`config.mk`:
```
export PLATFORM = sky130hd
export DESIGN_NAME = valu_red_ctrl
export DESIGN_NICKNAME = d
export VERILOG_FILES = /design/src/verilog/valu_pkg.sv /design/src/verilog/valu_red_ctrl.sv
export SDC_FILE = /design/constraint.sdc
export NUM_CORES = 1
export LEC_CHECK = 0
export ABC_AREA = 1
export BUFFER_PORTS_ARGS = -buffer_cell sky130_fd_sc_hd__buf_2
export CORE_AREA = 2 2 39 41
export DETAILED_ROUTE_END_ITERATION = 10
export DIE_AREA = 0 0 41 43
export PLACE_DENSITY = 0.34
export SLEW_MARGIN = 20
export SYNTH_ARGS = -nofsm -noshare
export SYNTH_HDL_FRONTEND = slang
export SYNTH_SLANG_ARGS = --single-unit
```
`constraint.sdc`:
```
create_clock -name clk -period 1.05 [get_ports clk]
set_input_delay 0.105 -clock clk [delete_from_list [all_inputs] [get_ports clk]]
set_output_delay 0.105 -clock clk [all_outputs]
set_load 0.02 [all_outputs]
```
`src/verilog/valu_pkg.sv`:
```
`default_nettype none

package valu_pkg;

    localparam int FUNC_W = 6;
    localparam int MNR_W  = 3;
    localparam int SEW_W  = 2;

    // element width, 8 << code bits
    typedef enum logic [SEW_W-1:0] {
        SEW8  = 2'd0,
        SEW16 = 2'd1,
        SEW32 = 2'd2,
        SEW64 = 2'd3
    } sew_e;

    typedef enum logic [MNR_W-1:0] {
        OPIVV = 3'd0, // elementwise
        OPMVV = 3'd2  // reduction
    } opmnr_e;

    // elementwise ops first, then reductions; decode relies on this order
    typedef enum logic [4:0] {
        OP_NONE,
        OP_ADD,
        OP_SUB,
        OP_MINU,
        OP_MIN,
        OP_MAXU,
        OP_MAX,
        OP_AND,
        OP_OR,
        OP_XOR,
        OP_MERGE,
        OP_MOVE,
        OP_REDSUM,
        OP_REDAND,
        OP_REDOR,
        OP_REDXOR,
        OP_REDMINU,
        OP_REDMIN,
        OP_REDMAXU,
        OP_REDMAX
    } valu_op_e;

    typedef enum logic [1:0] {
        RED_IDLE,
        RED_ACCUM,
        RED_DONE
    } red_state_e;

endpackage

`default_nettype wire

```
`src/verilog/valu_red_ctrl.sv`:
```
`timescale 1ns/1ps
`default_nettype none

module valu_red_ctrl (
    input  wire logic clk,
    input  wire logic rst,
    input  wire logic red_valid,
    input  wire logic start,
    input  wire logic end_beat,
    output logic      first_beat,
    output logic      beat_en,
    output logic      red_done
);

    valu_pkg::red_state_e state, state_nxt;

    always_comb begin
        state_nxt = state;
        case (state)
            valu_pkg::RED_IDLE: begin
                if (red_valid && start) begin
                    state_nxt = end_beat ? valu_pkg::RED_DONE : valu_pkg::RED_ACCUM;
                end
            end
            valu_pkg::RED_ACCUM: begin
                if (red_valid && end_beat) begin
                    state_nxt = valu_pkg::RED_DONE;
                end
            end
            valu_pkg::RED_DONE: begin
                // a new group may start right behind the previous one
                if (red_valid && start) begin
                    state_nxt = end_beat ? valu_pkg::RED_DONE : valu_pkg::RED_ACCUM;
                end else begin
                    state_nxt = valu_pkg::RED_IDLE;
                end
            end
            default: state_nxt = valu_pkg::RED_IDLE;
        endcase
    end

    always_ff @(posedge clk) begin
        if (rst) begin
            state <= valu_pkg::RED_IDLE;
        end else begin
            state <= state_nxt;
        end
    end

    assign first_beat = red_valid & start;
    assign beat_en    = red_valid;
    assign red_done   = (state == valu_pkg::RED_DONE);

    // group framing from the requester
    a_idle_needs_start: assert property (@(posedge clk) disable iff (rst)
        (state == valu_pkg::RED_IDLE && red_valid) |-> start);
    a_no_restart_mid_group: assert property (@(posedge clk) disable iff (rst)
        (state == valu_pkg::RED_ACCUM && red_valid) |-> !start);

endmodule

`default_nettype wire

```
## After elaboration in Yosys (flattened, before gate mapping)

Cells that the tools add are included.

| operators by class | value |
|---|---|
| eq/ne operators | 4 |
| mux-type cells | 5 |
| bitwise gates (word level) | 1 |
| reduce and logical (&&, ||, !) cells | 4 |

Operators by type and width:

| kind | number |
|---|---|
| $mux W2 | 4 |
| $pmux W2 S3 | 1 |
| $ne A2 B2 Y1 const B | 2 |
| $eq A2 B1 Y1 const B | 1 |
| $eq A2 B2 Y1 const B | 1 |
| $logic_and A1 B1 Y1 | 2 |
| $logic_not A2 Y1 | 1 |
| $reduce_and A2 Y1 | 1 |
| $and A1 B1 Y1 | 1 |

| storage, ports and cells | value |
|---|---|
| flip-flop bits (word level) | 2 |
| input port bits | 5 |
| output and inout bits | 3 |
| word-level logic and storage cells | 15 |

## Logic depth before layout (Yosys ltp)

| depth | value |
|---|---|
| depth after elaboration | 3 |
| gate-level depth with buffers | 5 |

## Least setup slack after synthesis

OpenSTA, ideal clock, no wires.

| timing | value |
|---|---|
| path kind | reg2out |
| start point | register state[1] |
| end point | output red_done |
| arrival | 0.678 ns |
| required time | 0.945 ns |
| path slack | 0.267 ns |
| stages on the path, launching flop included | 3 |
| path buffers | 0 |
| cell sequence | dfxtp_1 > inv_1 > nor2_1 |

| on the way | value |
|---|---|
| cells in the longest elaborated chain, start to end | 1 |

RTL lines:

| what | line | text |
|---|---|---|
| start, declared | valu_red_ctrl.sv:15 | `valu_pkg::red_state_e state, state_nxt;` |
| start signal, assigned | valu_red_ctrl.sv:44 | `state <= valu_pkg::RED_IDLE;` |
| start signal, assigned | valu_red_ctrl.sv:46 | `state <= state_nxt;` |
| $eq A2 B2 Y1 | valu_red_ctrl.sv:52 | `assign red_done = (state == valu_pkg::RED_DONE);` |
| end, declared | valu_red_ctrl.sv:12 | `output logic red_done` |

No other way between the ends.

## Worst setup path after layout

Same ends and word-level chain as after synthesis.

==> reports/metrics.cfg <==
[yosys]
synth_top_area_share_pct=29.4
synth_cells=24
ys_types=8
ys_ff_latch=2
synthesis.nets=29
avgSynthCellArea_um2=5.68
yosysSeqAreaShare_pct=29.4
syn_area_um2=136
yosysTopAreaCell=dfxtp_1
ys_warn_count=0
synth_area_leaders=dfxtp_1 (29%), nand2_1 (25%), inv_1 (11%), nor2_1 (11%), nand3_1 (7.3%)

[critical_path]
crit_path_end_kind=output pin
critPathLaunchType=flip-flop
worstSetupPathType=flip-flop to output pin
critPathArrivalTime_ps=880
reg2reg_from=state[0]
worstPathMaxFanout=4
crit_start=state[1]
cp.required_ps=940

[clock_tree]
clk_pin_slew_worst_paths_ps=30
cts.htree.levels=1
clk_latency_ps=220
clk_path_buf_depth=2
numCtsBuffers=3
ctsResizeCount=0
cts_root_buf=clkbuf_4
ctsHoldBuffers=0
cts_setup_buffers=0
cts_tree=done
cts_sinks=2

[cells_and_area]
nFillCells=165
layout_common_cells=nand2_1 (9), buf_2 (6), inv_1 (4), nor2_1 (4), clkbuf_4 (3)
final_nets=40
syn_to_final_growth_pct=53.2
drive_gt1_share_pct=33.3
final_common_cell=nand2_1
n_antenna_cell=0
largest_register_ffs=2
max_flop_register=state
top_regs=state: 2 flops

[run]
maxCapViolations=0

[floorplan]
die_w_um=41
row_count=14
die-height_um=43
ios=8
start_util_pct=9.86
dieArea_mm2=0.00176
fp.coreArea_mm2=0.00138

[place]
place.gp.congestion=0.592
place_ws_ps=240
port_buffers=7
hpwl_um=241

[global_route]
grt_use_total_pct=4.90
grt_max_degree=8
gr-total-overflow=0
grt_antenna_before_repair=0
grt_first_pass_wirelength_um=476
first_global_vias=152

[sta]
period_needed_ps=981
slew-limit-headroom_pct=85.9
fmax_ghz=1.02
finalHoldViolations=0
rsz0062_at_grt=no
setup_ws_ps=68.6
setup_viol_count_final=0
finalClockSkew_ps=0.425
worstMarginPinSlew_ps=211
fin_setup_tns_ps=0
period_share_pct=93.5
drv_slew=0

[route]
wire_per_inst_um=6.33
drc=0
wl_um=310
first_iter_violations=1
avgViaCountPerCell=3.27
dr.pass1.iters=2
postRouteAntennaNets=0
dr_total_vias=160

[worst_hold_path]
min_from=rst
hp-class=input pin to flip-flop

[run_status]
status=completed

[power]
p_leak_nw=0.115
p_per_area_mw_per_mm2=1580
ir_worst_vdd_v=0.000227

-- worst max-delay path: stages, from the launching register on --
cell and delay [ps]:
dfxtp_1 330, inv_1 80, nor2_1 90, buf_4 150
-- per-stage QoR --
step,total power [W],std cells,util (%),hold WS [ps],cell area [um2]
after floorplan,0.000145,24,-,279,136
after global routing,0.000360,49,15.1,194,209
after CTS,0.000345,49,14.9,182,206
after detailed placement,0.000165,46,13.3,420,184
after global placement,0.000166,46,13.3,423,184
final,0.000331,49,15.1,184,209
-- where the power goes --
group	total, W	internal [W]	leakage, nW	switching, W
combinational	0.0000704	0.0000295	0.0846	0.0000409
sequential	0.0000939	0.0000845	0.0164	0.00000938
clock	0.000167	0.000126	0.0138	0.0000410
total	0.000331	0.000240	0.115	0.0000912
-- logic make-up after synthesis --
group           after synthesis  synth area share [%]
compound gates                1                  6.42
buf+inv                       5                  16.5
simple gates                 16                  47.7
flops                         2                  29.4
-- cell usage after synthesis --
cell type	instances
dfxtp_1	2
nand2_1	9
o21ai_2	1
buf_4	1
nor2_1	4
inv_1	4
nand3_1	2
nand4_1	1
-- layer usage --
layer / wire (um) / part of all wire (%) / global-route usage [%]
met1: 120 / 39 / 2.55
met2: 153 / 49 / 6.25
met3: 30 / 9.7 / 4.71
met4: 5 / 1.6 / 8.00
met5: 0 / 0 / 0
-- layout make-up --
class	instances	area, um2	area share (%)
inverters	4	15.0	7.19
repair buffers	7	37.5	18.0
clock buffers	3	22.5	10.8
flip-flops and latches	2	40.0	19.2
well taps	16	20.0	9.58
multi-input cells	17	73.8	35.3
-- path summary, 6_finish.rpt --
kind	cells after the start	to	slack, ps
max	3	red_done	70
min	4	state[1]	180
max reg2reg	5	state[1]	240
min reg2reg	3	state[1]	570
No activity file was read; power rests on OpenSTA's default activity.
