File: src/verilog/valu_pkg.sv
`default_nettype none

package valu_pkg;

    localparam int FUNC_W = 6;
    localparam int MNR_W  = 3;
    localparam int SEW_W  = 2;

    // element width, 8 << code bits
    typedef enum logic [SEW_W-1:0] {
        SEW8  = 2'd0,
        SEW16 = 2'd1,
        SEW32 = 2'd2,
        SEW64 = 2'd3
    } sew_e;

    typedef enum logic [MNR_W-1:0] {
        OPIVV = 3'd0, // elementwise
        OPMVV = 3'd2  // reduction
    } opmnr_e;

    // elementwise ops first, then reductions; decode relies on this order
    typedef enum logic [4:0] {
        OP_NONE,
        OP_ADD,
        OP_SUB,
        OP_MINU,
        OP_MIN,
        OP_MAXU,
        OP_MAX,
        OP_AND,
        OP_OR,
        OP_XOR,
        OP_MERGE,
        OP_MOVE,
        OP_REDSUM,
        OP_REDAND,
        OP_REDOR,
        OP_REDXOR,
        OP_REDMINU,
        OP_REDMIN,
        OP_REDMAXU,
        OP_REDMAX
    } valu_op_e;

    typedef enum logic [1:0] {
        RED_IDLE,
        RED_ACCUM,
        RED_DONE
    } red_state_e;

endpackage

`default_nettype wire

File: src/verilog/valu_decode.sv
`timescale 1ns/1ps
`default_nettype none

module valu_decode (
    input  wire logic [valu_pkg::FUNC_W-1:0] func_id,
    input  wire logic [valu_pkg::MNR_W-1:0]  op_mnr,
    input  wire logic                        mask,
    output valu_pkg::valu_op_e               op,
    output logic                             is_elem,
    output logic                             is_red
);

    always_comb begin
        op = valu_pkg::OP_NONE;
        if (op_mnr == valu_pkg::OPIVV) begin
            case (func_id)
                6'b000000: op = valu_pkg::OP_ADD;
                6'b000010: op = valu_pkg::OP_SUB;
                6'b000100: op = valu_pkg::OP_MINU;
                6'b000101: op = valu_pkg::OP_MIN;
                6'b000110: op = valu_pkg::OP_MAXU;
                6'b000111: op = valu_pkg::OP_MAX;
                6'b001001: op = valu_pkg::OP_AND;
                6'b001010: op = valu_pkg::OP_OR;
                6'b001011: op = valu_pkg::OP_XOR;
                6'b010111: op = mask ? valu_pkg::OP_MOVE : valu_pkg::OP_MERGE;
                default:   op = valu_pkg::OP_NONE;
            endcase
        end else if (op_mnr == valu_pkg::OPMVV) begin
            case (func_id)
                6'b000000: op = valu_pkg::OP_REDSUM;
                6'b000001: op = valu_pkg::OP_REDAND;
                6'b000010: op = valu_pkg::OP_REDOR;
                6'b000011: op = valu_pkg::OP_REDXOR;
                6'b000100: op = valu_pkg::OP_REDMINU;
                6'b000101: op = valu_pkg::OP_REDMIN;
                6'b000110: op = valu_pkg::OP_REDMAXU;
                6'b000111: op = valu_pkg::OP_REDMAX;
                default:   op = valu_pkg::OP_NONE;
            endcase
        end
    end

    // unit select follows enum order
    assign is_elem = op inside {[valu_pkg::OP_ADD:valu_pkg::OP_MOVE]};
    assign is_red  = op inside {[valu_pkg::OP_REDSUM:valu_pkg::OP_REDMAX]};

    always_comb begin
        assert (!(is_elem && is_red))
            else $error("decode selected both elementwise and reduction units");
    end

endmodule

`default_nettype wire

File: config.mk
export PLATFORM = sky130hd
export DESIGN_NAME = valu_decode
export DESIGN_NICKNAME = d
export VERILOG_FILES = /design/src/verilog/valu_pkg.sv /design/src/verilog/valu_decode.sv
export SDC_FILE = /design/constraint.sdc
export NUM_CORES = 1
export LEC_CHECK = 0
export ABC_AREA = 1
export BUFFER_PORTS_ARGS = -buffer_cell sky130_fd_sc_hd__buf_2
export CAP_MARGIN = 20
export CORE_AREA = 2 2 39 41
export DETAILED_ROUTE_END_ITERATION = 16
export DIE_AREA = 0 0 41 43
export MAX_ROUTING_LAYER = met4
export SYNTH_ARGS = -nofsm -noshare
export SYNTH_HDL_FRONTEND = slang
export SYNTH_SLANG_ARGS = --single-unit
File: constraint.sdc
create_clock -name vclk -period 0.8
set_input_delay 0.04 -clock vclk [all_inputs]
set_output_delay 0.04 -clock vclk [all_outputs]
set_load 0.03 [all_outputs]
* Yosys cells after proc, flatten, opt, wreduce, memory -nomap -nowiden *
Memories as Yosys holds them, arrays and structs flattened.
Index checks and enable logic that the tools add are counted.

word-level totals
  ROM bits = 40
  output and inout port bits = 7
  memories kept = 1
  register bits = 0
  word-level logic and storage cells = 25

cells by class
  reductions and logical operators = 5
  multiplexer cells = 5
  eq/ne operators = 10
  magnitude comparators = 4

memory list
  memory           depth  bits a word  read ports  clocked after Yosys merged registers in  write ports  RTL line           text
  (no name shown)  8      5            1           0                                        0            valu_decode.sv:30  case (func_id)

operator list
  kind                                                                               number
  4-bit case mux with 10 select lines                                                1
  6-bit by 3-bit equality test with 1-bit output (second input constant)             4
  6-bit by 4-bit equality test with 1-bit output (second input constant)             3
  5-bit two-way mux                                                                  3
  6-bit by 2-bit equality test with 1-bit output (second input constant)             1
  6-bit by 5-bit equality test with 1-bit output (second input constant)             1
  3-bit logical NOT                                                                  2
  6-bit logical NOT                                                                  1
  5-bit by 1-bit >= comparator with 1-bit output (second input constant)             1
  5-bit by 4-bit >= comparator with 1-bit output (second input constant)             1
  5-bit by 4-bit less-or-equal comparator with 1-bit output (second input constant)  1
  5-bit less-or-equal comparator (second input constant)                             1
  3-bit by 2-bit equality test with 1-bit output (second input constant)             1
  1-bit logical AND                                                                  2
  1-bit two-way mux                                                                  1

* Depth between registers and ports, before layout *
  depth in word-level cells = 6
  mapped depth = 8
  mapped depth without buffers = 8

* Least setup slack after synthesis *
No wires, ideal clock.

  path kind = input -> output
  start = in func_id[4] in the netlist's numbering
  end = out op[2]
  arrival = 1.106 ns
  path slack = -0.346 ns
  path buffers = 0
  stages = 5
  cells stage by stage = inv_1 nand2_1 nor3_2 nand2_1 nand2_1

on the way
  longest elaborated chain between the ends = 4

RTL lines
  element                                                                                      RTL line           text
  from (decl)                                                                                  valu_decode.sv:5   input wire logic [valu_pkg::FUNC_W-1:0] func_id,
  parallel branches: the longest is 3 deep, another holds 4-bit case mux with 10 select lines  --
  5-bit two-way mux *                                                                          valu_decode.sv:15  if (op_mnr == valu_pkg::OPIVV) begin
  to (decl)                                                                                    valu_decode.sv:8   output valu_pkg::valu_op_e op,

Mark *: on every way between the ends.

* Worst setup path in the final report *
  start = in op_mnr[0] in the netlist's numbering
  end = out op[2]

on the way
  longest elaborated chain between the ends = 3

RTL lines
  element                                         RTL line           text
  from (decl)                                     valu_decode.sv:6   input wire logic [valu_pkg::MNR_W-1:0] op_mnr,
  3-bit by 2-bit equality test with 1-bit output  valu_decode.sv:29  end else if (op_mnr == valu_pkg::OPMVV) begin
  5-bit two-way mux                               valu_decode.sv:29
  5-bit two-way mux *                             valu_decode.sv:15

Mark *: on every way between the ends. The rest lies on a longest branch, timed or not.

==> impl_metrics.env <==
export IMPL_crit_type="in2out"
export IMPL_ir_drop_mv=0.183
export IMPL_switchingPower_uw=121
export IMPL_p_leak_uw=0.000337
export IMPL_drt_total_wl_um=923
export IMPL_wire_per_inst_um=9.42
export IMPL_synth_cells=58
export IMPL_synth_area_leaders="nand2_1 (31%), nand3_1 (14%), inv_1 (13%)"
export IMPL_yosys_top_cells_count="nand2_1 (21), inv_1 (9), nor2_1 (9)"
export IMPL_ys_warn_count=0
export IMPL_final_antenna_net_count=0
export IMPL_io_pins=17
export IMPL_syn2layout_area_growth_pct=150
export IMPL_syn_nets=68
export IMPL_required_ns=0.76
export IMPL_tightest_slew_ns=0.229
export IMPL_dp_hpwl_um=689
export IMPL_layout_drive_gt1_share=0.695
export IMPL_die_h_um=43
export IMPL_n_clock_buffer=0
export IMPL_core_sq_mm=0.00138
export IMPL_crit_path_end_kind="primary output"
export IMPL_rsz0062_at_grt="true"
export IMPL_fin_ws_ns=-0.122
export IMPL_drt_initial_drc_count=6
export IMPL_finalCriticalPeriod_ns=0.922
export IMPL_nFlopsAndLatches=0
export IMPL_dr_pass1_iters=4
export IMPL_finalSetupViolations=7
export IMPL_dp_cells=98
export IMPL_holdWs_ns=0.433
export IMPL_fin_nets=94
export IMPL_rows=14
export IMPL_cts_setup_buffers=0
export IMPL_holdBufCountCts=0
export IMPL_combPwrFrac=1.000
export IMPL_crit_fanout=4
export IMPL_drc=0
export IMPL_syn_area_sq_um=258
export IMPL_ff_latch_area_sq_um=0
export IMPL_place_gp_congestion=0.846
export IMPL_arrival_ns=0.88
export IMPL_seq_power_share=0
export IMPL_grt_first_pass_wirelength_um=1570
export IMPL_grt_usage=0.122
export IMPL_hold_violations=0
export IMPL_max_cap_viol_count=0
export IMPL_start_kind="primary input"
export IMPL_globalRoute_totalOverflow=0
export IMPL_die_x_um=41
export IMPL_diodes=0
export IMPL_top_layer="met3"
export IMPL_power_frac_clock=0
export IMPL_wl_met2_um=557
export IMPL_fmax_ghz=1.08
export IMPL_violations="negative setup slack"
export IMPL_fin_crit_sh=1.15
export IMPL_slew_viol_final=0
export IMPL_avgSynthCellArea_sq_um=4.44
export IMPL_ys_seq_area_frac=0
export IMPL_slew_headroom=0.847
export IMPL_grt_pass1_vias=413
export IMPL_yosys_area_top_type="nand2_1"
export IMPL_start_util=0.186
export IMPL_hp_class="in2out"
export IMPL_dieArea_sq_mm=0.00176
export IMPL_switching_share=0.527
export IMPL_dr_total_vias=431
export IMPL_antenna_found_initial=0
export IMPL_multi_input_area_sq_um=338
export IMPL_yosysMostFrequentCell="nand2_1"
export IMPL_powerDensity_mw_per_mm2=357
export IMPL_vias_per_cell=4.40
export IMPL_fillers=141
export IMPL_fin_cells=98
export IMPL_netlist_area_leader_share=0.306
export IMPL_synth_cell_types=13
export IMPL_io_buffer_count=17
export IMPL_wl_met1_um=343
export IMPL_p_int_uw=109
export IMPL_met3_length_um=21
export IMPL_status="finished, violations left"
export IMPL_grt_max_degree=7
## worst max-delay path, stage by stage
cell,delay (ns)
buf_6,0.09
nand3b_1,0.20
nor3_4,0.22
nand2_2,0.13
nand2_4,0.07
buf_6,0.12
## power groups by stage
stage | Sequential, uW | Clock (uW) | Combinational (uW)
4_1_cts | 0 | 0 | 211
3_3_place_gp | 0 | 0 | 141
6_report | 0 | 0 | 230
3_5_place_dp | 0 | 0 | 143
2_1_floorplan | 0 | 0 | 70.0
5_1_grt | 0 | 0 | 249
## metal layers
metal,up-vias,global-route usage
met5,-,-
met4,0,0
met3,0,0
met2,7,0.225
met1,196,0.149
li1,228,-
## metrics by stage
stage / setup slack, ns / instance area (sq um) / TNS, ns / util / total power [uW]
after floorplan: -0.124 / 289 / -0.494 / - / 70.0
after global placement: -0.219 / 447 / -1.24 / 0.323 / 141
after detailed placement: -0.216 / 447 / -1.26 / 0.323 / 143
after CTS: -0.138 / 606 / -0.672 / 0.438 / 211
after global routing: -0.171 / 644 / -0.890 / 0.466 / 249
final: -0.122 / 644 / -0.574 / 0.466 / 230
## layout by cell type (no fill, tap or decap), drive strengths merged
cell type and instances:
nand2 24, nand3 7, nand4 1, o21ai 1
nor2 11, inv 10, nor3 2, nand3b 1
buf 24, o21a 1
## final timing paths
| path | from | end | cells after the start | slack (ns) |
|---|---|---|---|---|
| min | func_id[1] | op[1] | 4 | 0.43 |
| max | op_mnr[0] | op[2] | 6 | -0.12 |
## area by class of cell
type | count | share of cell area
multi-input cells | 48 | 0.524
inverters | 10 | 0.0777
well taps | 16 | 0.0311
repair buffers | 24 | 0.367
## repair_timing
action / 4_1_cts / 5_1_grt
resized for setup: 50 / 14
endpoints found under the hold margin: 0 / 0
pin swaps: 15 / 11
endpoints found under the setup margin: 7 / 7
## cell families (layout without fill, tap and decap cells)
kind of cell,count (synthesis),count (layout),share of synthesized area
AND/OR/NAND/NOR,46,46,0.806
AO/OA/AOI/OAI,2,2,0.0485
buffers and inverters,10,34,0.146
(Power assumes the default switching activity.)
