==> src/verilog/valu_pkg.sv <==
`default_nettype none

package valu_pkg;

    localparam int FUNC_W = 6;
    localparam int MNR_W  = 3;
    localparam int SEW_W  = 2;

    // element width, 8 << code bits
    typedef enum logic [SEW_W-1:0] {
        SEW8  = 2'd0,
        SEW16 = 2'd1,
        SEW32 = 2'd2,
        SEW64 = 2'd3
    } sew_e;

    typedef enum logic [MNR_W-1:0] {
        OPIVV = 3'd0, // elementwise
        OPMVV = 3'd2  // reduction
    } opmnr_e;

    // elementwise ops first, then reductions; decode relies on this order
    typedef enum logic [4:0] {
        OP_NONE,
        OP_ADD,
        OP_SUB,
        OP_MINU,
        OP_MIN,
        OP_MAXU,
        OP_MAX,
        OP_AND,
        OP_OR,
        OP_XOR,
        OP_MERGE,
        OP_MOVE,
        OP_REDSUM,
        OP_REDAND,
        OP_REDOR,
        OP_REDXOR,
        OP_REDMINU,
        OP_REDMIN,
        OP_REDMAXU,
        OP_REDMAX
    } valu_op_e;

    typedef enum logic [1:0] {
        RED_IDLE,
        RED_ACCUM,
        RED_DONE
    } red_state_e;

endpackage

`default_nettype wire

==> src/verilog/vbeat_counter.sv <==
`timescale 1ns/1ps
`default_nettype none

module vbeat_counter #(
    parameter int DATA_W = 64
) (
    input  wire logic      clk,
    input  wire logic      rst,
    input  wire logic      first_beat,
    input  wire logic      beat_en,
    input  valu_pkg::sew_e sew,
    output logic [15:0]    elem_base
);

    logic [15:0] cnt;
    logic [15:0] per_beat;

    assign per_beat  = 16'(DATA_W / 8) >> sew; // elements per beat
    assign elem_base = first_beat ? 16'd0 : cnt;

    always_ff @(posedge clk) begin
        if (rst) begin
            cnt <= '0;
        end else if (beat_en) begin
            cnt <= elem_base + per_beat;
        end
    end

endmodule

`default_nettype wire
==> config.mk <==
export PLATFORM = sky130hd
export DESIGN_NAME = vbeat_counter
export DESIGN_NICKNAME = d
export VERILOG_FILES = /design/src/verilog/valu_pkg.sv /design/src/verilog/vbeat_counter.sv
export SDC_FILE = /design/constraint.sdc
export NUM_CORES = 1
export LEC_CHECK = 0
export ABC_AREA = 1
export BUFFER_PORTS_ARGS = -buffer_cell sky130_fd_sc_hd__buf_4
export CAP_MARGIN = 20
export CELL_PAD_IN_SITES_DETAIL_PLACEMENT = 0
export CELL_PAD_IN_SITES_GLOBAL_PLACEMENT = 1
export CORE_MARGIN = 10
export CORE_UTILIZATION = 38
export DETAILED_ROUTE_END_ITERATION = 12
export PLACE_DENSITY_LB_ADDON = 0.1
export RECOVER_POWER = 100
export SLEW_MARGIN = 20
export SYNTH_ARGS = -nofsm -noshare
export SYNTH_HDL_FRONTEND = slang
export SYNTH_SLANG_ARGS = --single-unit
==> constraint.sdc <==
create_clock -name clk -period 2.3 [get_ports clk]
set_input_delay 0.115 -clock clk [delete_from_list [all_inputs] [get_ports clk]]
set_output_delay 0.115 -clock clk [all_outputs]
set_load 0.1 [all_outputs]
# Word-level counts from Yosys, hierarchy flattened

Cells that the tools add are included.

Register bits after elaboration: 16
Input port bits: 6
Output and inout port bits: 16
Logic and storage cells: 4

$add $sub $neg: 1
Shifts and indexed selects: 1
Muxes and demuxes: 1

Operators with widths:

| cell                                               | count |
|---|---|
| adder 16 bit                                       | 1 |
| 2-to-1 mux 16 bit                                  | 1 |
| right shift 4 x 2 -> 16 bit (first input constant) | 1 |

# Depth between registers and ports, before layout

Gate-level depths: netlist (run 1).

Depth in word-level cells: 2
Depth in mapped cells: 13
Mapped depth without buffers: 12

# Worst setup path before layout (run 1)

No wires, ideal clock.

Path type: input -> register
From: input port first_beat
To: register cnt[10]
Setup time: 0.117 ns
Arrival time: 2.863 ns
Required time: 2.183 ns
Setup slack: -0.680 ns
Stages on the path: 12
Path buffers: 2
Cells stage by stage: buf_6 > buf_6 > nor2_1 > ha_1 > fa_1 > nand2_1 > nand3_1 > nand3_2 > nor2_4 > nand2_1 > o21ai_1 > nor2_1

Longest elaborated chain between the ends: 2

Ends and longest elaborated chain:

| what                 | line                | source |
|---|---|---|
| from (decl)          | vbeat_counter.sv:9  | `input wire logic first_beat,` |
| 2-to-1 mux 16 bit    | vbeat_counter.sv:19 | `assign elem_base = first_beat ? 16'd0 : cnt;` |
| net elem_base[0]     | vbeat_counter.sv:12 | `output logic [15:0] elem_base` |
| adder 16 bit         | vbeat_counter.sv:25 | `cnt <= elem_base + per_beat;` |
| to (signal assigned) | vbeat_counter.sv:25 |  |
| to (decl)            | vbeat_counter.sv:15 | `logic [15:0] cnt;` |

The timed path passes the listed nets, and every way through them passes these cells.
A chain may end at the register's enable or synchronous reset.

# Worst setup path in the final report (run 1)

From: register cnt[0]
To: register cnt[10]

Longest elaborated chain between the ends: 2

Ends and longest elaborated chain:

| what              | line |
|---|---|
| 2-to-1 mux 16 bit | vbeat_counter.sv:19 |
| adder 16 bit      | vbeat_counter.sv:25 |

No other way between the ends.

==> results.md, run 1 <==
Status:
- The run finished with clean final reports.

GRT:
- Entering global routing, the biggest net connects 17 pins.
- The first-pass GRT wire length is ~5500 microns.
- The via count of the first global-routing pass came to 1200.
- The number of antenna violations at the first check in global routing was 0.
- The global-route usage over all layers is between 10% and 20%.
- Global routing used between 2 and 3% of the available met3 tracks.
- Summed over all layers, the global routing overflow is 0.
- The busiest metal layer after global routing is met2.
- The met1 global-route usage is ~14%.
- Global routing used around 17% of the available met2 tracks.

Route:
- The overall routed net length is a little over 3000 microns.
- The number of routed nets with antenna violations is 0.
- The iteration-0 DRC count of the detailed router is 78.
- In the routed layout, each cell is associated on average with a via count of around 4.7.
- Across all layers, the routed design uses between 1000 and 1500 vias.
- For this run, design rule violations remaining after detail routing come to 0.
- The number of optimization iterations in the first detailed-route pass is 4.
- In the final routed layout, each cell accounts on average for around 12 microns.

CTS:
- Once the clock tree was built, the resizer swapped 0 gates to a different size.
- After clock tree synthesis, the clock-pin slew on the worst setup and hold paths is roughly 0.11 ns.
- TritonCTS built the clock tree.
- Clock tree synthesis selected as its root buffer the cell clkbuf_4.
- The number of clock buffers added by TritonCTS is 3.
- The later pin in the worst-skew pair is clocked with a latency of 0.29 ns.
- Counting every sink on the clock net gives 16.
- In this run the number of H-tree levels came out at 1.
- The worst-case clock buffer depth is 2.

Timing:
- The final count of pins violating max slew is 0.
- At the pin with the least slew margin, the transition time is 1.18 ns.
- The number of endpoints with negative hold slack in the final report was 0.
- The final worst slack is a little over 0.4 ns.
- The achievable clock frequency is between 500 and 600 MHz.
- Across the routed clock network, the largest skew measured is roughly 0.0085 ns.
- Setup violations remaining at the end of the flow were counted as 0.
- The post-route worst hold slack is approximately 0.14 ns.
- The relative max-transition margin is ~22%.
- The worst path in the final design needs a cycle of 1.89 ns, including I/O delays and setup.
- The final critical-path share of the clock period is between 80 and 90%.
- Setup repair after global routing left no endpoint under its margin.

Die:
- The chip height is 76.8 microns.
- The core area is roughly 3000 sq um.
- The number of rows in the core area is 20.
- The starting density of the core is between 30% and 40%.
- The die extent in x is slightly below 80 microns.
- The die covers around 5900 sq um.
- Pin placement for this block handled 22 I/O pins.

Setup path:
- The number of buffers and inverters on the critical path is 1.
- The startpoint of the worst register-to-register path is cnt[0].
- The worst register-to-register path ends at cnt[10].
- Among all stages on the critical path, the largest delay is contributed by dfxtp_1.
- Traced cell by cell, the critical path runs through inv_1 -> nor2_1 -> ha_1 -> fa_1 -> nand2_1 -> nand3_1 -> nand3_1 -> nor2_1 -> nand2_1 -> o21ai_0 -> nor2_1.
- The path depth of the worst reg2reg path is 11.
- The worst setup path is captured at a flip-flop.
- In this design, the stage delay of the slowest critical-path cell is 0.32 ns.
- The most frequent cell on the critical path is nor2_1.
- The flop-to-flop setup slack is 0.41 ns.
- The worst endpoint data arrival time is between 2 and 2.5 ns.
- The family with the most delay on the worst path is simple AND/OR/NAND/NOR gates.
- The worst setup path is of the flip-flop to flip-flop kind.
- The largest fanout of any net on the critical path is 5.
- The worst setup path is launched from a flip-flop.
- The critical path required time is 2.50 ns.

Min path:
- The critical hold path startpoint is beat_en.
- Counting instances, the worst hold path has a depth of 3.
- The min-delay analysis places its worst path in the category primary input to flip-flop.
- The worst hold path terminates at cnt[3].

Synthesis:
- The synthesized cell area is about 1200 sq um.
- The number of cells produced by synthesis is 200.
- The average cell area after synthesis is 6.14 sq um.
- During synthesis, Yosys emitted a total of 0 warnings.
- Counting flops and latches in the post-synthesis netlist gives 16.
- Of the synthesized area, sequential elements account for between 20% and 30%.
- The count of different cell masters after synthesis is 28.
- The synthesized netlist net count is around 210.

Cells and area:
- The post-route non-filler standard cell count is ~260.
- The largest registers in the layout are cnt x16.
- The number of flip-flops in the largest register is 16.
- Fill cells in the final layout number around 360.
- The total inserted antenna cells is 0.
- The final design utilization is 44.5%.
- The post-synthesis to final-layout area growth is 11.5%.
- After the last flow step, the layout net total stands at 232.
- The register name with the most flops is cnt.
- Cells with a size suffix above 1 make up under 10% of the layout.

Placed design:
- The number of cells after detailed placement is 259.
- The weighted congestion reported at the end of routability-driven placement is between 0.8 and 0.9.
- Buffers placed on the I/O ports in this run total 21.
- The half-perimeter wire length after detailed placement is around 2500 microns.
- The worst slack after detailed placement is about 0.45 ns.

Pwr:
- The peak ir drop on the vdd network is about 0.15 mV.
- Power spread over the standard cell area amounts to between 400 and 500 nW/um^2.
- The leakage power summed over all cells is roughly 0.63 nW.

Flow run:
- The max-capacitance violation count is 0.
Yosys cell counts:
library cell / number / share of area [%]
a21boi_0: 2 / 1.2
a21oi_1: 3 / 1.2
a22oi_1: 2 / 1.2
and3_1: 1 / 0.51
buf_6: 5 / 4.6
clkbuf_1: 1 / 0.31
clkinv_1: 1 / 0.31
dfxtp_1: 16 / 26
fa_1: 1 / 1.6
ha_1: 4 / 4.1
inv_1: 42 / 13
inv_2: 1 / 0.31
inv_6: 1 / 0.71
nand2_1: 38 / 12
nand2_4: 1 / 0.92
nand3_1: 10 / 4.1
nand3_2: 1 / 0.82
nand4_1: 9 / 4.6
nor2_1: 43 / 13
nor2_2: 3 / 1.5
nor2_4: 2 / 1.8
nor3_1: 2 / 0.82
nor3b_1: 1 / 0.61
nor4_1: 1 / 0.51
o211ai_1: 1 / 0.61
o21ai_0: 5 / 2.0
o21ai_1: 1 / 0.41
xor2_1: 2 / 1.4
worst min-delay path: stages:
cell and delay [ns]:
buf_4 0.14, o211ai_1 0.10, inv_1 0.05
per-stage QoR:
stage          cell area (sq um)  TNS (ns)  power [mW]
6_report                    1370         0       0.582
3_5_place_dp                1410         0       0.400
2_1_floorplan               1260   -0.0497       0.378
4_1_cts                     1450         0       0.598
5_1_grt                     1370         0       0.615
3_3_place_gp                1410         0       0.400
worst max path at each step:
stage          startpoint       to  depth (start not counted)
2_1_floorplan      cnt[8]  cnt[14]                          8
3_3_place_gp   first_beat  cnt[10]                         10
3_5_place_dp   first_beat  cnt[10]                         10
4_1_cts            cnt[0]  cnt[10]                         10
5_1_grt            cnt[0]  cnt[14]                         11
6_report           cnt[0]  cnt[10]                         11
layout make-up:
class / instances / area [sq um] / area share (%)
tap: 44 / 55.1 / 4.02
inverter: 45 / 174 / 12.7
multi-input combinational: 133 / 678 / 49.5
sequential: 16 / 320 / 23.4
clock buffer: 4 / 36.3 / 2.65
timing repair buffer: 22 / 105 / 7.68
report_power, final:
part / switching, mW / total [mW] / internal [mW] / leakage [nW]
Combinational: 0.0772 / 0.103 / 0.0254 / 0.478
Sequential: 0.00169 / 0.284 / 0.282 / 0.130
Clock: 0.0985 / 0.195 / 0.0965 / 0.0210
Total: 0.177 / 0.582 / 0.404 / 0.629
layout by cell type (no fill, tap or decap), types with 6 or more instances in the layout:
cell type	count
nand2_1	38
o21ai_0	6
clkbuf_1	16
dfxtp_1	16
nand4_1	9
nor2_1	41
inv_1	42
nand3_1	11
per-layer routing:
metal  vias up  wire length, microns
met2        26                  1340
met3         2                   155
met1       555                  1520
met5         -                     0
met4         0                    19
li1        649                     -
kinds of logic after synthesis:
logic type	after synthesis	synth area share [%]
XOR/XNOR	2	1.43
AND/OR/NAND/NOR	112	41.0
AO/OA/AOI/OAI	14	6.73
adder cells (fa/ha/maj)	5	5.71
flip-flops	16	26.1
buffers and inverters	51	19.1
repair_timing:
action                    4_1_cts  5_1_grt
buffers inserted                0        0
hold endpoints to repair        0        2
hold buffers                    0        1
No activity file was read; power rests on OpenSTA's default activity.
==> run 2, diff against run 1 <==
Settings changed: CORE_UTILIZATION 38 to 34.
Clock period 2.3 ns to 1.65 ns, I/O delays scaled along.
==> results.md, run 2 (synthesis results as in run 1) <==
Placed design:
- The weighted congestion reported at the end of routability-driven placement is 0.841 (+0.91%).
- The number of cells after detailed placement is 266 (+2.7%).
- The number of input and output port buffers inserted is 21 (unchanged).
- The placed cell area was 1520 sq um (+7.8%).
- The half-perimeter wire length after detailed placement came to 2620 microns (+6.4%).
- The worst slack after detailed placement is 0.0264 ns (-0.426 ns).

Route:
- The iteration-0 DRC count of the detailed router came to 36 (-54%).
- The routed length per placed instance was 11.9 microns (+3.6%).
- The remaining routing DRC violations is 0 (unchanged).
- The overall routed net length is 3260 microns (+7.1%).
- The number of optimization iterations in the first detailed-route pass is 4 (unchanged).
- The number of routed nets with antenna violations is 0 (unchanged).
- The total via count in the routed design is 1253 (+1.7%).
- The via count normalized by instance count is 4.59 (-1.6%).

GRT:
- The number of antenna violations at the first check in global routing is 0 (unchanged).
- The first-pass GRT wire length is 5660 microns (+3.7%).
- The largest net degree at the start of global routing was 13 (-4).
- The via count of the first global-routing pass is 1256 (+4.7%).
- The aggregate global routing overflow is 0 (unchanged).
- The global-route usage over all layers is 11.0% (+0.059 points).

Pwr:
- The leakage power summed over all cells came to 0.719 nW (+14%).
- The cell area power density is 509 nW/um^2 (+20%).
- The peak ir drop on the vdd network came to 0.307 mV (+100%).

Die:
- The chip height is 80.1 microns (+4.2%).
- The core area came to 3420 sq um (+11%).
- The number of top-level pins is 22 (unchanged).
- The die area is 6410 sq um (+8.6%).
- The number of rows in the core area was 21 (+5.0%).
- The starting density of the core was 35.9% (-3.9 points).
- The die extent in x is 80.1 microns (+4.2%).

Cells and area:
- In the final layout, the registers with the most flip-flops are cnt x16.
- The cell area after layout is 1570 sq um (+14%).
- The library cell used most frequently in the layout, excluding fill and tap cells, is inv_1.
- In the layout the commonest cells are inv_1 (39), nand2_1 (34), nor2_1 (31).
- The number of inserted filler cells in the final layout was 380 (+5.0%).
- The share of post-route cells with drive strength above 1 came to 30.8% (+22 points).
- The post-route non-filler standard cell count is 273 (+3.4%).
- The number of flip-flops in the largest register was 16 (unchanged).
- The total inserted antenna cells is 0 (unchanged).
- The register with the most flip-flops in the final layout is cnt.
- Relative to the synthesized area, the layout overhead comes to 27.5%.
- The net count reported at finish was 240 (+3.4%).

Timing:
- The relative max-transition margin is 63.8% (+42 points).
- Setup repair after global routing could not meet its margin everywhere.
- The shortest clock period the worst path allows after layout is 1.64 ns (-0.247 ns).
- The maximum clock skew at final layout is 0.00725 ns (-0.00125 ns).
- The setup total negative slack came to 0 ns (unchanged).
- The achievable clock frequency is 609 MHz (+15%).
- The actual slew at the worst max-slew pin is 0.546 ns (-0.633 ns).
- The number of endpoints with negative hold slack in the final report came to 0 (unchanged).
- The final critical-path share of the clock period was 99.5% (+17 points).
- The final worst slack is 0.00882 ns (-0.403 ns).
- The number of setup violations in the final report is 0 (unchanged).
- The final count of pins violating max slew is 0 (unchanged).

Setup path:
- The critical path required time was 1.88 ns (-0.62 ns).
- The element type at the critical path end is a flip-flop.
- The largest fanout of any net on the critical path is 5 (unchanged).
- The type of the worst setup path is flip-flop to flip-flop.
- The worst endpoint data arrival time is 1.88 ns (-0.21 ns).
- The type of element launching the critical path is a flip-flop.

CTS:
- TritonCTS built the clock tree.
- The number of H-tree branching levels is 1 (unchanged).
- The cell sitting at the root of the clock tree is a clkbuf_4.
- The CTS buffer count is 3 (unchanged).
- The worst-case clock buffer depth is 2 (unchanged).
- The clock transition at the registers of the reported paths is 0.10 ns (about the same).
- The total clock sinks came to 16 (unchanged).
- The clock latency at the later pin of the worst-skew pair is 0.29 ns (about the same).

Flow run:
- The max-capacitance violation count was 0 (unchanged).

Min path:
- The path class of the tightest hold or removal check is primary input to flip-flop.

Status:
- The flow ran to the end, and the final reports show no timing, DRC or antenna violations.
-- run 2: cell count changes in the layout (fill, tap and decap cells not counted), sizes merged --
cell	before	now
clkbuf	21	19
buf	4	13
-- run 2: stage by stage --
stage          hold slack, ns  util [%]  total power [mW]
6_report                0.121      45.8             0.796
5_1_grt                 0.127      45.8             0.838
4_1_cts                 0.109      45.5             0.807
3_5_place_dp            0.293      44.6             0.578
3_3_place_gp            0.294      44.6             0.577
2_1_floorplan           0.155         -             0.543
-- run 2: cell type report --
type | count | area [sq um] | share of cell area [%]
multi-input combinational | 133 | 801 | 51.2
tap | 46 | 57.6 | 3.68
sequential | 16 | 323 | 20.6
timing repair buffer | 30 | 188 | 12.0
clock buffer | 3 | 22.5 | 1.44
inverter | 45 | 174 | 11.1
-- run 2: metal layers --
metal | share of wire [%] | global-route usage [%]
met1 | 48 | 13.6
met2 | 47 | 18.1
met3 | 4.0 | 3.45
met4 | 0.71 | 2.64
met5 | 0 | 0
-- run 2: final timing paths --
kind,from,to,slack (ns),cells past startpoint
setup / recovery,cnt[0],cnt[8],0.009,10
setup reg to reg,cnt[0],cnt[8],0.009,10
hold reg to reg,cnt[1],cnt[1],0.49,2
hold / removal,beat_en,cnt[3],0.12,3
-- run 2: where the power goes --
part | switching (mW) | total [mW] | internal (mW) | leakage, nW
sequential | 0.00342 | 0.398 | 0.394 | 0.130
clock | 0.133 | 0.218 | 0.0850 | 0.0138
combinational | 0.124 | 0.180 | 0.0560 | 0.575
total | 0.261 | 0.796 | 0.535 | 0.719
-- run 2: what timing repair did --
item	CTS	global route
resized for setup	0	13
endpoints found under the hold margin	3	0
hold buffers	1	0
setup endpoints to repair	1	12
buffers inserted	0	3
pin swaps	1	12
-- run 2: worst max-delay path, cell delays in order (launching register included) --
cell and delay [ns]:
dfxtp_2 0.33, inv_2 0.06, nor2_4 0.04, ha_4 0.16, fa_2 0.42, nand2_2 0.09, nand3_2 0.09, nand3_4 0.09
nor2_4 0.06, xor2_1 0.14, nor2_1 0.09
==> run 3, diff against run 2 <==
Settings changed: CTS_CLUSTER_DIAMETER set to 50.
Clock period 1.65 ns to 1.31 ns, I/O delays scaled along.
==> results.md, run 3 (synthesis results as in run 1) <==
Placed design:
- The placed cell area is 1690 sq um (+11%).
- The half-perimeter wire length after detailed placement is 2720 microns (+3.9%).
- The weighted congestion reported at the end of routability-driven placement is 0.826 (-1.7%).
- The number of input and output port buffers inserted is 21 (unchanged).

Cells and area:
- In the layout the commonest cells are buf_4 (39), inv_1 (35), nor2_1 (32).
- The number of flip-flops in the largest register came to 16 (unchanged).
- Leaving out fill and tap cells, the most frequent cell in the layout is buf_4.
- The total inserted antenna cells came to 0 (unchanged).
- The largest registers in the layout are cnt x16.
- The share of post-route cells with drive strength above 1 came to 44.7% (+14 points).
- The multi-input combinational cell area is 855 sq um (+6.7%).
- The number of inserted filler cells in the final layout came to 340 (-11%).
- The cell area after layout came to 1930 sq um (+23%).
- The net count reported at finish is 268 (+12%).
- The area taken by flip-flops and latches is 327 sq um (+1.2%).
- The register name with the most flops is cnt.
- Compared with the post-synthesis result, the final layout area differs by 57.3%.

Route:
- The number of routed nets with antenna violations came to 0 (unchanged).
- The via count normalized by instance count came to 4.60 (+0.18%).
- The remaining routing DRC violations came to 0 (unchanged).
- The iteration-0 DRC count of the detailed router was 87 (+140%).
- The overall routed net length came to 3620 microns (+11%).
- The number of optimization iterations in the first detailed-route pass came to 4 (unchanged).
- The routed length per placed instance came to 12.0 microns (+0.95%).
- The total via count in the routed design is 1384 (+10%).

CTS:
- The total clock sinks is 16 (unchanged).
- The clock tree from TritonCTS is done.
- The worst-case clock buffer depth is 2 (unchanged).
- The root cell of the clock tree is clkbuf_4.
- The clock latency at the later pin of the worst-skew pair was 0.29 ns (about the same).
- The clock transition at the registers of the reported paths was 0.10 ns (about the same).
- The number of H-tree branching levels came to 1 (unchanged).
- The CTS buffer count came to 3 (unchanged).

Setup path:
- The worst endpoint data arrival time is 1.84 ns (-0.04 ns).
- The path depth of the worst reg2reg path is 9 (-1).
- The critical path required time was 1.50 ns (-0.38 ns).
- The signal on the critical path passes through inv_2 -> nor2_4 -> ha_4 -> fa_2 -> buf_4 -> buf_6 -> xor2_1 -> o21ai_1 -> inv_1.
- The endpoint identified for the worst register-to-register timing path is cnt[2].
- The largest fanout of any net on the critical path came to 3 (-2).
- The critical path's slowest cell is fa_2.
- The critical path is of the flip-flop to flip-flop type.
- The startpoint of the worst register-to-register path is cnt[0].
- The element type at the critical path end is a flip-flop.
- The maximum cell stage delay along the critical path came to 0.39 ns (-0.03 ns).
- The type of element launching the critical path is a flip-flop.
- The flop-to-flop setup slack is -0.34 ns (-0.35 ns).

Timing:
- Setup repair after global routing could not meet its margin everywhere.
- The maximum clock skew at final layout came to 0.00643 ns (-0.000821 ns).
- The number of setup violations in the final report is 15 (+15).
- The final critical-path share of the clock period is 126% (+26 points).
- The setup total negative slack is -3.68 ns (-3.68 ns).
- The post-route worst hold slack is 0.113 ns (-0.00827 ns).
- The final worst slack was -0.339 ns (-0.348 ns).
- The actual slew at the worst max-slew pin was 0.449 ns (-0.0972 ns).
- The final count of pins violating max slew is 0 (unchanged).
- The achievable clock frequency is 606 MHz (-0.47%).
- The relative max-transition margin was 70.0% (+6.3 points).
- The number of endpoints with negative hold slack in the final report is 0 (unchanged).
- The shortest clock period the worst path allows after layout is 1.65 ns (+0.00782 ns).

GRT:
- The largest net degree at the start of global routing was 13 (unchanged).
- The global-route usage over all layers is 11.4% (+0.40 points).
- The number of antenna violations at the first check in global routing came to 0 (unchanged).
- The first-pass GRT wire length is 5970 microns (+5.4%).
- In this run the most used layer during global routing was met2.
- The aggregate global routing overflow is 0 (unchanged).
- The routing usage on met3 is 3.45% (unchanged).
- The met2 global-route usage is 19.4% (+1.4 points).
- The via count of the first global-routing pass is 1351 (+7.6%).
- The met1 global-route usage is 13.1% (-0.42 points).

Pwr:
- The leakage power summed over all cells was 0.873 nW (+21%).
- The cell area power density came to 560 nW/um^2 (+10%).
- The peak ir drop on the vdd network is 0.367 mV (+19%).
- The total power draw is 1.08 mW (+36%).

Die:
- The starting density of the core is 35.9% (unchanged).
- The core area is 3420 sq um (unchanged).
- The chip height is 80.1 microns (unchanged).
- The die extent in x is 80.1 microns (unchanged).
- The number of rows in the core area came to 21 (unchanged).
- The die area is 6410 sq um (unchanged).
- The number of top-level pins is 22 (unchanged).

Flow run:
- The max-capacitance violation count came to 0 (unchanged).

Min path:
- The type of the most critical hold path is primary input to flip-flop.
- The instance count along the most critical hold path is 3 (unchanged).
- The endpoint of the worst hold path is cnt[5].
- The critical hold path startpoint is beat_en.

Status:
- The run finished, with violations left.
- The checks that failed: setup timing.
==> run 3: cell types whose count changed in the layout (fill, tap and decap cells not counted), sizes merged <==
cell	change
clkbuf	-10
buf	+38
==> run 3: per-stage QoR <==
step           util, %  cells  setup slack (ns)
2_1_floorplan        -    200            -0.687
3_3_place_gp      49.4    287            -0.271
3_5_place_dp      49.4    287            -0.310
4_1_cts           54.0    296            -0.317
5_1_grt           56.5    301            -0.486
6_report          56.5    301            -0.339
==> run 3: final cells by class <==
type,instances,area share [%]
timing repair buffer,58,25.7
clock buffer,3,1.17
sequential,16,16.9
multi-input combinational,133,44.3
inverter,45,9.01
tap,46,2.98
==> run 3: layer usage <==
layer | vias to the layer above | share of wire [%]
li1 | 724 | -
met1 | 630 | 45
met2 | 26 | 49
met3 | 4 | 4.9
met4 | 0 | 1.0
met5 | - | 0
==> run 3: worst max path at each step <==
stage / startpoint / cells after the start / to / slack (ns)
3_5_place_dp: cnt[0] / 10 / cnt[10] / -0.31
3_3_place_gp: cnt[0] / 10 / cnt[10] / -0.27
6_report: cnt[0] / 9 / cnt[2] / -0.34
5_1_grt: cnt[0] / 12 / cnt[12] / -0.49
2_1_floorplan: cnt[0] / 11 / cnt[10] / -0.69
4_1_cts: cnt[0] / 10 / cnt[8] / -0.32
==> run 3: power by group <==
group / leakage (nW) / internal [mW] / switching, mW
Combinational: 0.727 / 0.127 / 0.179
Clock: 0.0138 / 0.107 / 0.167
Sequential: 0.132 / 0.498 / 0.00458
==> run 3: timing repair <==
action / in CTS / in global routing
setup endpoints to repair: 16 / 20
resized for setup: 26 / 21
pin swaps: 7 / 13
hold buffers: 1 / 0
endpoints found under the hold margin: 3 / 0
gates cloned: 0 / 0
setup buffers: 5 / 6
==> run 3: worst max-delay path, delay by kind of cell, from the launching register on <==
family / cells / cell delay (ns)
fa+ha+maj: 2 / 0.55
flops: 1 / 0.33
xor+xnor: 1 / 0.13
buf+inv: 4 / 0.36
compound gates: 1 / 0.13
simple gates: 1 / 0.05
